--- config.mk ---
export PLATFORM = sky130hd
export DESIGN_NAME = mci_subsys_top
export DESIGN_NICKNAME = d
export VERILOG_FILES = /design/src/rtl/cif_pkg.sv /design/src/rtl/mci_reg_pkg.sv /design/src/rtl/mci_mtime.sv /design/src/rtl/mci_reg.sv /design/src/rtl/mci_reg_top.sv /design/src/rtl/mci_subsys_top.sv
export SDC_FILE = /design/constraint.sdc
export NUM_CORES = 1
export LEC_CHECK = 0
export BUFFER_PORTS_ARGS = -buffer_cell sky130_fd_sc_hd__buf_2
export CORE_MARGIN = 4
export CORE_UTILIZATION = 46
export DETAILED_ROUTE_END_ITERATION = 10
export PLACE_DENSITY = 0.67
export SLEW_MARGIN = 0
export SYNTH_ARGS = -nofsm -noshare
export SYNTH_HDL_FRONTEND = slang
export SYNTH_SLANG_ARGS = --single-unit
export TNS_END_PERCENT = 100
--- constraint.sdc ---
create_clock -name clk -period 2.95 [get_ports clk]
set_clock_uncertainty 0.05 [all_clocks]
set_input_delay 0.59 -clock clk [delete_from_list [all_inputs] [get_ports clk]]
set_output_delay 0.59 -clock clk [all_outputs]
set_load 0.05 [all_outputs]
--- src/rtl/cif_pkg.sv ---
/*
 * Fabric port package
 * Widths of the single-cycle request/response fabric port
 * shared by the register wrapper, the subsystem top and the testbench
 */

package cif_pkg;

    //////////////////////////////////////////////////////////////////////
    // Request/response widths
    //////////////////////////////////////////////////////////////////////

    localparam int CIF_ADDR_W = 16;                // Byte address
    localparam int CIF_DATA_W = 32;                // Read and write data
    localparam int CIF_STRB_W = CIF_DATA_W / 8;    // One strobe per byte

    // Upper address bits beyond the register window are don't-care
    // for the management register block

endpackage : cif_pkg

--- src/rtl/mci_reg_pkg.sv ---
/*
 * Management controller register package
 * Register map byte offsets, register and timer widths, and the
 * read-only identity values reported by the register file
 */

package mci_reg_pkg;

    //////////////////////////////////////////////////////////////////////
    // Register file geometry
    //////////////////////////////////////////////////////////////////////

    localparam int MCI_REG_DATA_WIDTH     = 32;
    localparam int MCI_REG_MIN_ADDR_WIDTH = 6;     // Decoded byte address bits

    // Byte offsets
    localparam logic [MCI_REG_MIN_ADDR_WIDTH-1:0] ADDR_CAPABILITIES   = 6'h00;
    localparam logic [MCI_REG_MIN_ADDR_WIDTH-1:0] ADDR_HW_REV_ID      = 6'h04;
    localparam logic [MCI_REG_MIN_ADDR_WIDTH-1:0] ADDR_FLOW_STATUS    = 6'h08;
    localparam logic [MCI_REG_MIN_ADDR_WIDTH-1:0] ADDR_HW_ERROR_FATAL = 6'h0C;
    localparam logic [MCI_REG_MIN_ADDR_WIDTH-1:0] ADDR_FW_ERROR_FATAL = 6'h10;
    localparam logic [MCI_REG_MIN_ADDR_WIDTH-1:0] ADDR_MTIME_L        = 6'h14;
    localparam logic [MCI_REG_MIN_ADDR_WIDTH-1:0] ADDR_MTIME_H        = 6'h18;
    localparam logic [MCI_REG_MIN_ADDR_WIDTH-1:0] ADDR_MTIMECMP_L     = 6'h1C;
    localparam logic [MCI_REG_MIN_ADDR_WIDTH-1:0] ADDR_MTIMECMP_H     = 6'h20;
    localparam logic [MCI_REG_MIN_ADDR_WIDTH-1:0] ADDR_SCRATCH_LOCK   = 6'h24;
    localparam logic [MCI_REG_MIN_ADDR_WIDTH-1:0] ADDR_SCRATCH        = 6'h28;
    localparam logic [MCI_REG_MIN_ADDR_WIDTH-1:0] ADDR_GENERIC_OUT    = 6'h2C;
    localparam logic [MCI_REG_MIN_ADDR_WIDTH-1:0] ADDR_GENERIC_IN     = 6'h30;

    //////////////////////////////////////////////////////////////////////
    // Identity values
    //////////////////////////////////////////////////////////////////////

    localparam logic [MCI_REG_DATA_WIDTH-1:0] CAPABILITIES_VAL = 32'h0000_0013;
    localparam logic [MCI_REG_DATA_WIDTH-1:0] HW_REV_ID_VAL    = 32'h0001_0002;

    // Hardware hook widths
    localparam int MTIME_W   = 64;                 // Two register halves
    localparam int HW_ERR_W  = 8;                  // Fatal error sources
    localparam int GENERIC_W = 32;                 // Generic in/out wires

endpackage : mci_reg_pkg

--- src/rtl/mci_mtime.sv ---
/*
 * Machine timer
 * Free-running 64-bit counter and compare value, each loadable one
 * 32-bit half at a time. The timer interrupt is the registered
 * result of count >= compare.
 */

module mci_mtime
    import mci_reg_pkg::*;
(
    input  logic                          clk,
    input  logic                          rst,
    input  logic                          mtime_l_we,
    input  logic                          mtime_h_we,
    input  logic                          mtimecmp_l_we,
    input  logic                          mtimecmp_h_we,
    input  logic [MCI_REG_DATA_WIDTH-1:0] mtime_wdata,  // Already byte-merged
    output logic [MTIME_W-1:0]            mtime,
    output logic [MTIME_W-1:0]            mtimecmp,
    output logic                          timer_int
);

    localparam int HW = MCI_REG_DATA_WIDTH;        // Half width

    // Counter, a load replaces the increment for that cycle
    always_ff @(posedge clk) begin
        if (rst) begin
            mtime <= '0;
        end else if (mtime_l_we) begin
            mtime[HW-1:0] <= mtime_wdata;
        end else if (mtime_h_we) begin
            mtime[MTIME_W-1:HW] <= mtime_wdata;
        end else begin
            mtime <= mtime + 1'b1;
        end
    end

    always_ff @(posedge clk) begin
        if (rst) begin
            mtimecmp <= '1;                        // Never fires out of reset
        end else begin
            if (mtimecmp_l_we) mtimecmp[HW-1:0]      <= mtime_wdata;
            if (mtimecmp_h_we) mtimecmp[MTIME_W-1:HW] <= mtime_wdata;
        end
    end

    // Unsigned compare, one cycle late
    always_ff @(posedge clk) begin
        if (rst) timer_int <= 1'b0;
        else     timer_int <= (mtime >= mtimecmp);
    end

endmodule : mci_mtime

--- src/rtl/mci_reg.sv ---
/*
 * Management controller register file
 * Decodes single-cycle register accesses, holds the flow status,
 * fatal error, scratch and generic wire registers, muxes read data
 * and flags access errors. Timer writes leave as merged strobes.
 */

module mci_reg
    import mci_reg_pkg::*;
(
    input  logic                              clk,
    input  logic                              rst,

    // Register access port
    input  logic                              s_cpuif_req,
    input  logic                              s_cpuif_req_is_wr,
    input  logic [MCI_REG_MIN_ADDR_WIDTH-1:0] s_cpuif_addr,
    input  logic [MCI_REG_DATA_WIDTH-1:0]     s_cpuif_wr_data,
    input  logic [MCI_REG_DATA_WIDTH-1:0]     s_cpuif_wr_biten,
    output logic [MCI_REG_DATA_WIDTH-1:0]     s_cpuif_rd_data,
    output logic                              s_cpuif_rd_err,
    output logic                              s_cpuif_wr_err,

    // Hardware hooks
    input  logic [HW_ERR_W-1:0]               hw_error_fatal,
    input  logic [GENERIC_W-1:0]              generic_input_wires,
    output logic [GENERIC_W-1:0]              generic_output_wires,
    output logic                              error_fatal,

    // Timer access
    input  logic [MTIME_W-1:0]                mtime,
    input  logic [MTIME_W-1:0]                mtimecmp,
    output logic                              mtime_l_we,
    output logic                              mtime_h_we,
    output logic                              mtimecmp_l_we,
    output logic                              mtimecmp_h_we,
    output logic [MCI_REG_DATA_WIDTH-1:0]     mtime_wdata
);

    localparam int DW = MCI_REG_DATA_WIDTH;

    logic          rd_req, wr_req;
    logic          addr_valid;                     // Offset is mapped
    logic          ro_hit;                         // Offset has no writable state
    logic [DW-1:0] rd_mux;
    logic [DW-1:0] timer_cur;                      // Current value of addressed timer half

    // Storage
    logic [DW-1:0]       flow_status;
    logic [HW_ERR_W-1:0] hw_err_q;
    logic [HW_ERR_W-1:0] hw_err_clr;
    logic [DW-1:0]       fw_err_q;
    logic                scratch_lock;
    logic [DW-1:0]       scratch;

    // Merge enabled bits of the write data into a register value
    function automatic logic [DW-1:0] wr_merge(input logic [DW-1:0] cur,
                                               input logic [DW-1:0] data,
                                               input logic [DW-1:0] biten);
        return (cur & ~biten) | (data & biten);
    endfunction

    assign rd_req = s_cpuif_req & ~s_cpuif_req_is_wr;
    assign wr_req = s_cpuif_req &  s_cpuif_req_is_wr;

    //////////////////////////////////////////////////////////////////////
    // Decode and read mux
    //////////////////////////////////////////////////////////////////////

    always_comb begin
        addr_valid = 1'b1;
        rd_mux     = '0;
        case (s_cpuif_addr)
            ADDR_CAPABILITIES:   rd_mux = CAPABILITIES_VAL;
            ADDR_HW_REV_ID:      rd_mux = HW_REV_ID_VAL;
            ADDR_FLOW_STATUS:    rd_mux = flow_status;
            ADDR_HW_ERROR_FATAL: rd_mux = {{(DW-HW_ERR_W){1'b0}}, hw_err_q};
            ADDR_FW_ERROR_FATAL: rd_mux = fw_err_q;
            ADDR_MTIME_L:        rd_mux = mtime[DW-1:0];         // Live count
            ADDR_MTIME_H:        rd_mux = mtime[MTIME_W-1:DW];
            ADDR_MTIMECMP_L:     rd_mux = mtimecmp[DW-1:0];
            ADDR_MTIMECMP_H:     rd_mux = mtimecmp[MTIME_W-1:DW];
            ADDR_SCRATCH_LOCK:   rd_mux = {{(DW-1){1'b0}}, scratch_lock};
            ADDR_SCRATCH:        rd_mux = scratch;
            ADDR_GENERIC_OUT:    rd_mux = generic_output_wires;
            ADDR_GENERIC_IN:     rd_mux = generic_input_wires;
            default:             addr_valid = 1'b0;      // Unmapped, reads zero
        endcase
    end

    assign ro_hit = (s_cpuif_addr == ADDR_CAPABILITIES) |
                    (s_cpuif_addr == ADDR_HW_REV_ID)    |
                    (s_cpuif_addr == ADDR_GENERIC_IN);

    assign s_cpuif_rd_data = rd_req ? rd_mux : '0;  // Zero outside a valid read
    assign s_cpuif_rd_err  = rd_req & ~addr_valid;
    assign s_cpuif_wr_err  = wr_req & (~addr_valid | ro_hit |
                             ((s_cpuif_addr == ADDR_SCRATCH) & scratch_lock));

    //////////////////////////////////////////////////////////////////////
    // Storage registers
    //////////////////////////////////////////////////////////////////////

    // W1C mask, only enabled bytes can clear
    assign hw_err_clr = {HW_ERR_W{wr_req & (s_cpuif_addr == ADDR_HW_ERROR_FATAL)}} &
                        s_cpuif_wr_data[HW_ERR_W-1:0] & s_cpuif_wr_biten[HW_ERR_W-1:0];

    always_ff @(posedge clk) begin
        if (rst) begin
            flow_status          <= '0;
            hw_err_q             <= '0;
            fw_err_q             <= '0;
            scratch_lock         <= 1'b0;
            scratch              <= '0;
            generic_output_wires <= '0;
        end else begin
            hw_err_q <= (hw_err_q & ~hw_err_clr) | hw_error_fatal;  // Set beats clear
            if (wr_req && s_cpuif_addr == ADDR_FLOW_STATUS)
                flow_status <= wr_merge(flow_status, s_cpuif_wr_data, s_cpuif_wr_biten);
            if (wr_req && s_cpuif_addr == ADDR_FW_ERROR_FATAL)
                fw_err_q <= wr_merge(fw_err_q, s_cpuif_wr_data, s_cpuif_wr_biten);
            if (wr_req && s_cpuif_addr == ADDR_SCRATCH_LOCK)  // Set-only bit
                scratch_lock <= scratch_lock | (s_cpuif_wr_data[0] & s_cpuif_wr_biten[0]);
            if (wr_req && s_cpuif_addr == ADDR_SCRATCH && !scratch_lock)
                scratch <= wr_merge(scratch, s_cpuif_wr_data, s_cpuif_wr_biten);
            if (wr_req && s_cpuif_addr == ADDR_GENERIC_OUT)
                generic_output_wires <= wr_merge(generic_output_wires, s_cpuif_wr_data,
                                                 s_cpuif_wr_biten);
        end
    end

    assign error_fatal = (|hw_err_q) | (|fw_err_q);

    //////////////////////////////////////////////////////////////////////
    // Timer write strobes
    //////////////////////////////////////////////////////////////////////

    always_comb begin
        case (s_cpuif_addr)
            ADDR_MTIME_H:    timer_cur = mtime[MTIME_W-1:DW];
            ADDR_MTIMECMP_L: timer_cur = mtimecmp[DW-1:0];
            ADDR_MTIMECMP_H: timer_cur = mtimecmp[MTIME_W-1:DW];
            default:         timer_cur = mtime[DW-1:0];
        endcase
    end

    assign mtime_l_we    = wr_req & (s_cpuif_addr == ADDR_MTIME_L);
    assign mtime_h_we    = wr_req & (s_cpuif_addr == ADDR_MTIME_H);
    assign mtimecmp_l_we = wr_req & (s_cpuif_addr == ADDR_MTIMECMP_L);
    assign mtimecmp_h_we = wr_req & (s_cpuif_addr == ADDR_MTIMECMP_H);
    assign mtime_wdata   = wr_merge(timer_cur, s_cpuif_wr_data, s_cpuif_wr_biten);

endmodule : mci_reg

--- src/rtl/mci_reg_top.sv ---
/*
 * Management register wrapper
 * Adapts the single-cycle fabric port to the register file: byte
 * strobes become bit enables, read and write errors merge into one
 * error line, and hold stays low since every access completes at once
 */

module mci_reg_top
    import cif_pkg::*;
    import mci_reg_pkg::*;
(
    input  logic                          clk,
    input  logic                          rst,

    // Fabric request/response
    input  logic                          cif_dv,
    input  logic                          cif_write,
    input  logic [CIF_ADDR_W-1:0]         cif_addr,
    input  logic [CIF_DATA_W-1:0]         cif_wdata,
    input  logic [CIF_STRB_W-1:0]         cif_wstrb,
    output logic [CIF_DATA_W-1:0]         cif_rdata,
    output logic                          cif_error,
    output logic                          cif_hold,

    // Hardware hooks
    input  logic [HW_ERR_W-1:0]           hw_error_fatal,
    input  logic [GENERIC_W-1:0]          generic_input_wires,
    output logic [GENERIC_W-1:0]          generic_output_wires,
    output logic                          error_fatal,

    // Timer
    input  logic [MTIME_W-1:0]            mtime,
    input  logic [MTIME_W-1:0]            mtimecmp,
    output logic                          mtime_l_we,
    output logic                          mtime_h_we,
    output logic                          mtimecmp_l_we,
    output logic                          mtimecmp_h_we,
    output logic [MCI_REG_DATA_WIDTH-1:0] mtime_wdata
);

    logic                          rd_err, wr_err;
    logic [MCI_REG_DATA_WIDTH-1:0] wr_biten;

    // Each strobe fans out to its byte lane
    for (genvar i = 0; i < CIF_STRB_W; i++) begin : g_strb_to_biten
        assign wr_biten[i*8 +: 8] = {8{cif_wstrb[i]}};
    end

    assign cif_error = rd_err | wr_err;
    assign cif_hold  = 1'b0;                       // Single-cycle access, no wait states

    mci_reg u_mci_reg (
        .clk                  (clk),
        .rst                  (rst),
        .s_cpuif_req          (cif_dv),
        .s_cpuif_req_is_wr    (cif_write),
        .s_cpuif_addr         (cif_addr[MCI_REG_MIN_ADDR_WIDTH-1:0]),  // Window only
        .s_cpuif_wr_data      (cif_wdata),
        .s_cpuif_wr_biten     (wr_biten),
        .s_cpuif_rd_data      (cif_rdata),
        .s_cpuif_rd_err       (rd_err),
        .s_cpuif_wr_err       (wr_err),
        .hw_error_fatal       (hw_error_fatal),
        .generic_input_wires  (generic_input_wires),
        .generic_output_wires (generic_output_wires),
        .error_fatal          (error_fatal),
        .mtime                (mtime),
        .mtimecmp             (mtimecmp),
        .mtime_l_we           (mtime_l_we),
        .mtime_h_we           (mtime_h_we),
        .mtimecmp_l_we        (mtimecmp_l_we),
        .mtimecmp_h_we        (mtimecmp_h_we),
        .mtime_wdata          (mtime_wdata)
    );

endmodule : mci_reg_top

--- src/rtl/mci_subsys_top.sv ---
/*
 * Management controller subsystem top
 * Fabric-facing register wrapper plus the machine timer
 */

module mci_subsys_top
    import cif_pkg::*;
    import mci_reg_pkg::*;
(
    input  logic                  clk,
    input  logic                  rst,
    input  logic                  cif_dv,
    input  logic                  cif_write,
    input  logic [CIF_ADDR_W-1:0] cif_addr,
    input  logic [CIF_DATA_W-1:0] cif_wdata,
    input  logic [CIF_STRB_W-1:0] cif_wstrb,
    output logic [CIF_DATA_W-1:0] cif_rdata,
    output logic                  cif_error,
    output logic                  cif_hold,
    input  logic [HW_ERR_W-1:0]   hw_error_fatal,
    input  logic [GENERIC_W-1:0]  generic_input_wires,
    output logic [GENERIC_W-1:0]  generic_output_wires,
    output logic                  error_fatal,
    output logic                  timer_int
);

    // Timer strobes out, timer value back
    logic                          mtime_l_we, mtime_h_we;
    logic                          mtimecmp_l_we, mtimecmp_h_we;
    logic [MCI_REG_DATA_WIDTH-1:0] mtime_wdata;
    logic [MTIME_W-1:0]            mtime, mtimecmp;

    mci_reg_top u_mci_reg_top (
        .clk (clk), .rst (rst),
        .cif_dv (cif_dv), .cif_write (cif_write), .cif_addr (cif_addr),
        .cif_wdata (cif_wdata), .cif_wstrb (cif_wstrb), .cif_rdata (cif_rdata),
        .cif_error (cif_error), .cif_hold (cif_hold),
        .hw_error_fatal (hw_error_fatal), .generic_input_wires (generic_input_wires),
        .generic_output_wires (generic_output_wires), .error_fatal (error_fatal),
        .mtime (mtime), .mtimecmp (mtimecmp),
        .mtime_l_we (mtime_l_we), .mtime_h_we (mtime_h_we),
        .mtimecmp_l_we (mtimecmp_l_we), .mtimecmp_h_we (mtimecmp_h_we),
        .mtime_wdata (mtime_wdata)
    );

    mci_mtime u_mci_mtime (
        .clk (clk), .rst (rst),
        .mtime_l_we (mtime_l_we), .mtime_h_we (mtime_h_we),
        .mtimecmp_l_we (mtimecmp_l_we), .mtimecmp_h_we (mtimecmp_h_we),
        .mtime_wdata (mtime_wdata),
        .mtime (mtime), .mtimecmp (mtimecmp), .timer_int (timer_int)
    );

endmodule : mci_subsys_top
# ---- After elaboration in Yosys (flattened, before gate mapping)
# Cells that the tools add are included.
dict set report classes {
  muxes 7
  bitwise 37
  n_addsub 1
  n_eq_ne 13
  n_reduce_logical 11
  order_cmp 1
}
# operator count
set op_table {}
lappend op_table {{32-bit case mux with 13 select lines} 1}
lappend op_table {{32-bit bitwise AND} 6}
lappend op_table {{32-bit OR} 5}
lappend op_table {{32-bit 2-to-1 mux} 4}
lappend op_table {{32-bit case mux with 3 select lines} 1}
lappend op_table {{64-bit by 1-bit adder with 64-bit output, second input constant} 1}
lappend op_table {{64-bit >= comparator} 1}
lappend op_table {{32-bit inverter} 1}
lappend op_table {{32-bit OR reduction} 1}
lappend op_table {{6-bit == test, second input constant} 5}
lappend op_table {{8-bit bitwise AND} 3}
lappend op_table {{6-bit by 5-bit == test with 1-bit output, second input constant} 4}
lappend op_table {{13-bit OR reduction} 1}
lappend op_table {{6-bit by 4-bit == test with 1-bit output, second input constant} 2}
lappend op_table {{1-bit bitwise AND} 11}
lappend op_table {{8-bit inverter} 1}
lappend op_table {{8-bit OR} 1}
lappend op_table {{8-bit OR reduction} 1}
lappend op_table {{1-bit OR} 7}
lappend op_table {{6-bit by 3-bit == test with 1-bit output, second input constant} 1}
lappend op_table {{1-bit logical AND} 6}
lappend op_table {{6-bit zero test} 1}
lappend op_table {{2-bit != test, second input constant} 1}
lappend op_table {{1-bit inverter} 2}
lappend op_table {{other kinds (2)} 2}
dict set report totals {
  wordCells 81
  output_inout_bits 68
  register_bits 266
}

# ---- Depth between registers and ports, before layout
dict set report depth {
  depth_word 8
  depth_mapped 9
  ltp_nobuf 8
}

# ---- By module
# A second synthesis with hierarchy kept.
dict set report hier_totals {
  hier_cells 2060
  hier_area_um2 16513.3
}
# module seq_area_each_um2 cells_per_inst n_inst area_each_um2
set by_module_without_submodules {}
lappend by_module_without_submodules {mci_reg 2742.6 1096 1 8780.9}
lappend by_module_without_submodules {mci_mtime 2582.5 961 1 7714.9}
lappend by_module_without_submodules {mci_reg_top 0.0 3 1 17.5}

# ---- Worst setup path after synthesis
# Ideal clock, no wire load.
dict set report synth_path {
  kind {input to output}
  start {input cif_addr[5]}
  end {output cif_rdata[16]}
  path_stages 8
  n_path_buf 4
  arrival_time_ns 3.184
  path_slack_ns -0.874
  cell_sequence {or4b_1 > clkbuf_8 > buf_6 > nor2_1 > clkbuf_1 > clkbuf_1 > a22oi_1 > a31oi_1}
}
dict set report synth_between {
  elab_chain_len 3
  word_cells_on_any_way 15
  classes_between {eq/ne (12); mux (2); reduce/logical (1)}
}
# element line
set synth_lines {}
lappend synth_lines {{start, declared} mci_subsys_top.sv:14} ;# input logic [CIF_ADDR_W-1:0] cif_addr,
lappend synth_lines {{6-bit == test (tied with other cells)} mci_reg.sv:73} ;# case (s_cpuif_addr)
lappend synth_lines {{32-bit case mux with 13 select lines (*)} mci_reg.sv:73}
lappend synth_lines {{32-bit 2-to-1 mux (*)} mci_reg.sv:95} ;# assign s_cpuif_rd_data = rd_req ? rd_mux : '0;
lappend synth_lines {{end, declared} mci_subsys_top.sv:17} ;# output logic [CIF_DATA_W-1:0] cif_rdata,
# Mark *: on every way between the ends. The rest lies on a longest branch, timed or not.

# ---- Final worst setup path
dict set report layout_path {
  start {input cif_addr[5]}
  end {output cif_rdata[26]}
}
# Same word-level chain as after synthesis.

==> out/summary.md <==
• run status: finished with violations
• violations in the final reports: negative setup slack
• area of the placeable core: 0.0325 mm^2
• cell count of the worst reg-to-reg path: 7
• Psw: 2.19 mW
• number of buffers and inverters on the critical path: 5
• CTS H-tree lvls: 1
• critical path start-end classification: input pin to primary output
• share of total power in sequential cells: 42.1%
• CTS tree: built
• sequential area share after synthesis: 35.2%
• fraction of final layout cells sized beyond drive strength 1: 27.3%
• proportion of netlist area held by the largest area contributor: 35.2%
• CP Data Arrival Time: 2500 ps
• Unique masters post-synth: 82
• origin of the critical flop-to-flop path: u_mci_mtime.mtime[0]
• number of sinks on the clock net: 266
• Commonest cells post-synth: sky130_fd_sc_hd__nand2_1, sky130_fd_sc_hd__dfxtp_1, sky130_fd_sc_hd__a21oi_1
• classification of the worst-slack hold path: input pin to flip-flop
• Highest Clock Rate: 319 MHz
• Syn Inst Count: 1949
• max_cap viols: 0
• Reg clk slew, reported paths: 60 ps
• # nets final: 2401
• Slew @ Worst Pin: 1400 ps
• leakage power of the design: 8.34 nW
• Synth Net Count: 2110
• area fraction in compound gates after synthesis: 26.4%
• CP max FO: 5
• Post-Place Worst Slack: -295 ps
• detail-routed via count per cell: 6.46
• PwrDens: 419 mW/mm^2
• count of TritonRoute iterations in the first routing pass: 6
• Detail Placement HPWL: 48.0 mm
• drt wl/cell: 25.0 um
• reg-to-reg endpoint: u_mci_mtime.mtime[52]
• Fill cells: 2808
• Root Driver: sky130_fd_sc_hd__clkbuf_16
• worst-skew pair later-pin latency: 590 ps
• dominant synthesized flop cell: sky130_fd_sc_hd__dfxtp_1
• number of DRC violations after detailed routing: 0
• cell type with the highest occurrence count on the critical path: sky130_fd_sc_hd__buf_8
• highest cell delay on the worst timing path: 610 ps
• WL met1: 27.7 mm
• aggregate global-route resource usage: 35.4%
• average footprint of a synthesized cell: 7.76 um^2
• buffer levels on the longest clock path: 3
• cell family with most CP delay: simple AND/OR/NAND/NOR gates
• Met2 Routed Length: 28.7 mm
• synth top area cells: sky130_fd_sc_hd__dfxtp_1, sky130_fd_sc_hd__nand2_1, sky130_fd_sc_hd__a21oi_1, sky130_fd_sc_hd__ha_1, sky130_fd_sc_hd__nand3_1
• final setup violation count: 32
• Mapped Area: 0.0151 mm^2
• pin count of the biggest net entering global routing: 208
• die width: 189 um
• total I/O pin count: 164
• number of placement rows: 66
• aggregate global routing overflow: 0
• y dimension of the die: 189 um
• wire length of the first global-routing pass: 99.2 mm
• synth-to-layout area growth: 36.3%
• via count of the first global-routing pass: 16200
• worst supply voltage drop on vdd: 0.000452 V
• hold-critical path depth: 2
• CTS hold repair buffers: 0
• number of pins with negative max-slew slack in the final report: 0
• post-detailed-route count of antenna-violating nets: 0
• fraction of registers with async set/reset: 0%
• list of cells traversed by the critical path: buf_8, or4b_4, buf_8, nor2_4, buf_12, buf_8, a22oi_2, nand3_2, nor2_4, nor2_4, buf_8
• Final min period: 3140 ps
• placer's final routability congestion estimate: 1.01
• most numerous cell in the Yosys netlist: sky130_fd_sc_hd__nand2_1
• drt initial violations: 2494
• worst setup slack after layout: -186 ps
• total power: 8.64 mW
• multiplexer area fraction after synthesis: 1.32%
• Startpoint Class: input pin
• combinational family with the most area after synthesis: compound AO/OA/AOI/OAI gates
• Post-synth EDFFs: 0
• starting utilization of the core area: 46.6%
• launch instance of the worst min-delay path: rst
• die area: 0.0358 mm^2
• Yosys warning total: 0
• simple logic cell fraction of the synthesized area: 23.6%
• adder-cell share of the synthesized area: 5.38%
• period utilisation layout: 106%
• Worst path slowest cell: sky130_fd_sc_hd__or4b_4
• total met3 wirelength after detailed routing: 7.72 mm
• clock share of power: 49.4%
• switching share of total power: 25.3%
• total number of vias: 17500
• number of buffers inserted during clock tree synthesis: 31
• part of the total power dissipated in combinational logic: 8.5%
• required time worst endpoint: 2310 ps
• antenna violations before repair: 0
• WL final: 67.5 mm
• Yosys reg bits: 266
• setup repair after global routing missed its margin: true
• internal power contribution: 6.45 mW
• largest area contributor in the netlist: sky130_fd_sc_hd__dfxtp_1
• sort of element at the end of the critical path: primary output
• Max-Slew Margin vs Limit: 6.57%
• reg-to-reg slack, setup: 60 ps
• post-synthesis share of cell area spent on xor and xnor gates: 2.09%
• final count of hold timing violations: 0
• total negative slack for setup checks: -3910 ps
• count of buffers from port buffering: 152
• top routing layer in use: met4
• count of antenna diodes in the layout: 0
• WHS Endpoint: u_mci_mtime.mtime[50]
[power groups by stage]
stage | combinational (mW) | clock [mW] | sequential [mW]
floorplan | 0.321 | 0 | 3.71
global placement | 0.651 | 0 | 3.72
detailed placement | 0.658 | 0 | 3.72
CTS | 0.684 | 4.27 | 3.64
global route | 0.760 | 4.42 | 3.64
finish | 0.731 | 4.27 | 3.64
[kinds of logic (layout without fill, tap and decap cells)]
logic type / after synthesis / after routing
AND/OR/NAND/NOR: 754 / 754
AO/OA/AOI/OAI: 597 / 597
flip-flops: 266 / 266
buffers and inverters: 210 / 523
adder cells (fa/ha/maj): 65 / 65
XOR/XNOR: 36 / 36
multiplexers: 20 / 20
other: 1 / 1
[final cells by class]
cell class,count,area (um^2),share of cell area [%]
Multi-Input combinational cell,1473,10000,48.6
Sequential cell,266,5330,25.8
Timing Repair Buffer,393,3330,16.1
Clock buffer,38,862,4.18
Tap cell,442,553,2.68
Inverter,75,282,1.37
Clock inverter,17,253,1.23
[cells in the final DEF, fill, tap and decap left out, types with 13 or more instances in the layout]
cell type                   count
sky130_fd_sc_hd__nand3_1       95
sky130_fd_sc_hd__nor3_2        13
sky130_fd_sc_hd__inv_1         73
sky130_fd_sc_hd__mux2i_1       20
sky130_fd_sc_hd__and3_1        19
sky130_fd_sc_hd__buf_6         42
sky130_fd_sc_hd__xor2_1        14
sky130_fd_sc_hd__a22oi_1       33
sky130_fd_sc_hd__buf_4        193
sky130_fd_sc_hd__o211ai_1      46
sky130_fd_sc_hd__ha_1          65
sky130_fd_sc_hd__buf_2        115
sky130_fd_sc_hd__dfxtp_1      266
sky130_fd_sc_hd__a22oi_2       15
sky130_fd_sc_hd__nand4_1       32
sky130_fd_sc_hd__a31oi_1       15
sky130_fd_sc_hd__o21ai_0       63
sky130_fd_sc_hd__buf_12        28
sky130_fd_sc_hd__a31oi_4       23
sky130_fd_sc_hd__a221oi_2      33
sky130_fd_sc_hd__a31o_2        14
sky130_fd_sc_hd__nor2_1       106
sky130_fd_sc_hd__clkbuf_16     36
sky130_fd_sc_hd__a211oi_1      31
sky130_fd_sc_hd__nor4_1        29
sky130_fd_sc_hd__a21oi_1      198
sky130_fd_sc_hd__a22o_1        20
sky130_fd_sc_hd__nor3_1        40
sky130_fd_sc_hd__xnor2_1       22
sky130_fd_sc_hd__nand2_1      324
[metal layers]
layer | vias up | global-route usage [%]
li1 | 7779 | -
met1 | 8343 | 51.0
met2 | 1170 | 52.3
met3 | 186 | 5.90
met4 | 0 | 15.2
met5 | - | 0
[worst register-to-register path, stage by stage, from the launching register on]
cell	delay [ps]
sky130_fd_sc_hd__dfxtp_1	410
sky130_fd_sc_hd__ha_1	220
sky130_fd_sc_hd__nand2_1	190
sky130_fd_sc_hd__or4_4	640
sky130_fd_sc_hd__or4_4	560
sky130_fd_sc_hd__nor4_2	430
sky130_fd_sc_hd__nand3b_1	170
sky130_fd_sc_hd__o211ai_1	90
[how the worst max path moves through the flow]
| stage | startpoint | end | slack (ps) | depth (start not counted) |
|---|---|---|---|---|
| after global routing | cif_addr[5] | cif_rdata[26] | -210 | 11 |
| after detailed placement | cif_addr[4] | cif_rdata[28] | -290 | 10 |
| after global placement | cif_addr[4] | cif_rdata[4] | -280 | 10 |
| after floorplan | cif_addr[5] | cif_rdata[15] | -50 | 7 |
| final | cif_addr[5] | cif_rdata[26] | -190 | 11 |
| after CTS | cif_addr[1] | cif_rdata[28] | -160 | 10 |
[timing repair]
action,in CTS,in global routing
setup endpoints to repair,32,34
setup buffers,11,24
cloned,2,5
pin swaps,15,49
resized for setup,131,56
[through the flow]
stage                     util, %  hold WS, ps  cell area [um^2]  std cells
after floorplan                 -          381             15800       1949
after global placement       56.3          389             18300       2613
after detailed placement     56.3          395             18300       2613
after CTS                    62.0          167             20100       2681
after global routing         63.5          170             20600       2704
final                        63.5          172             20600       2704
(Power assumes the default switching activity.)
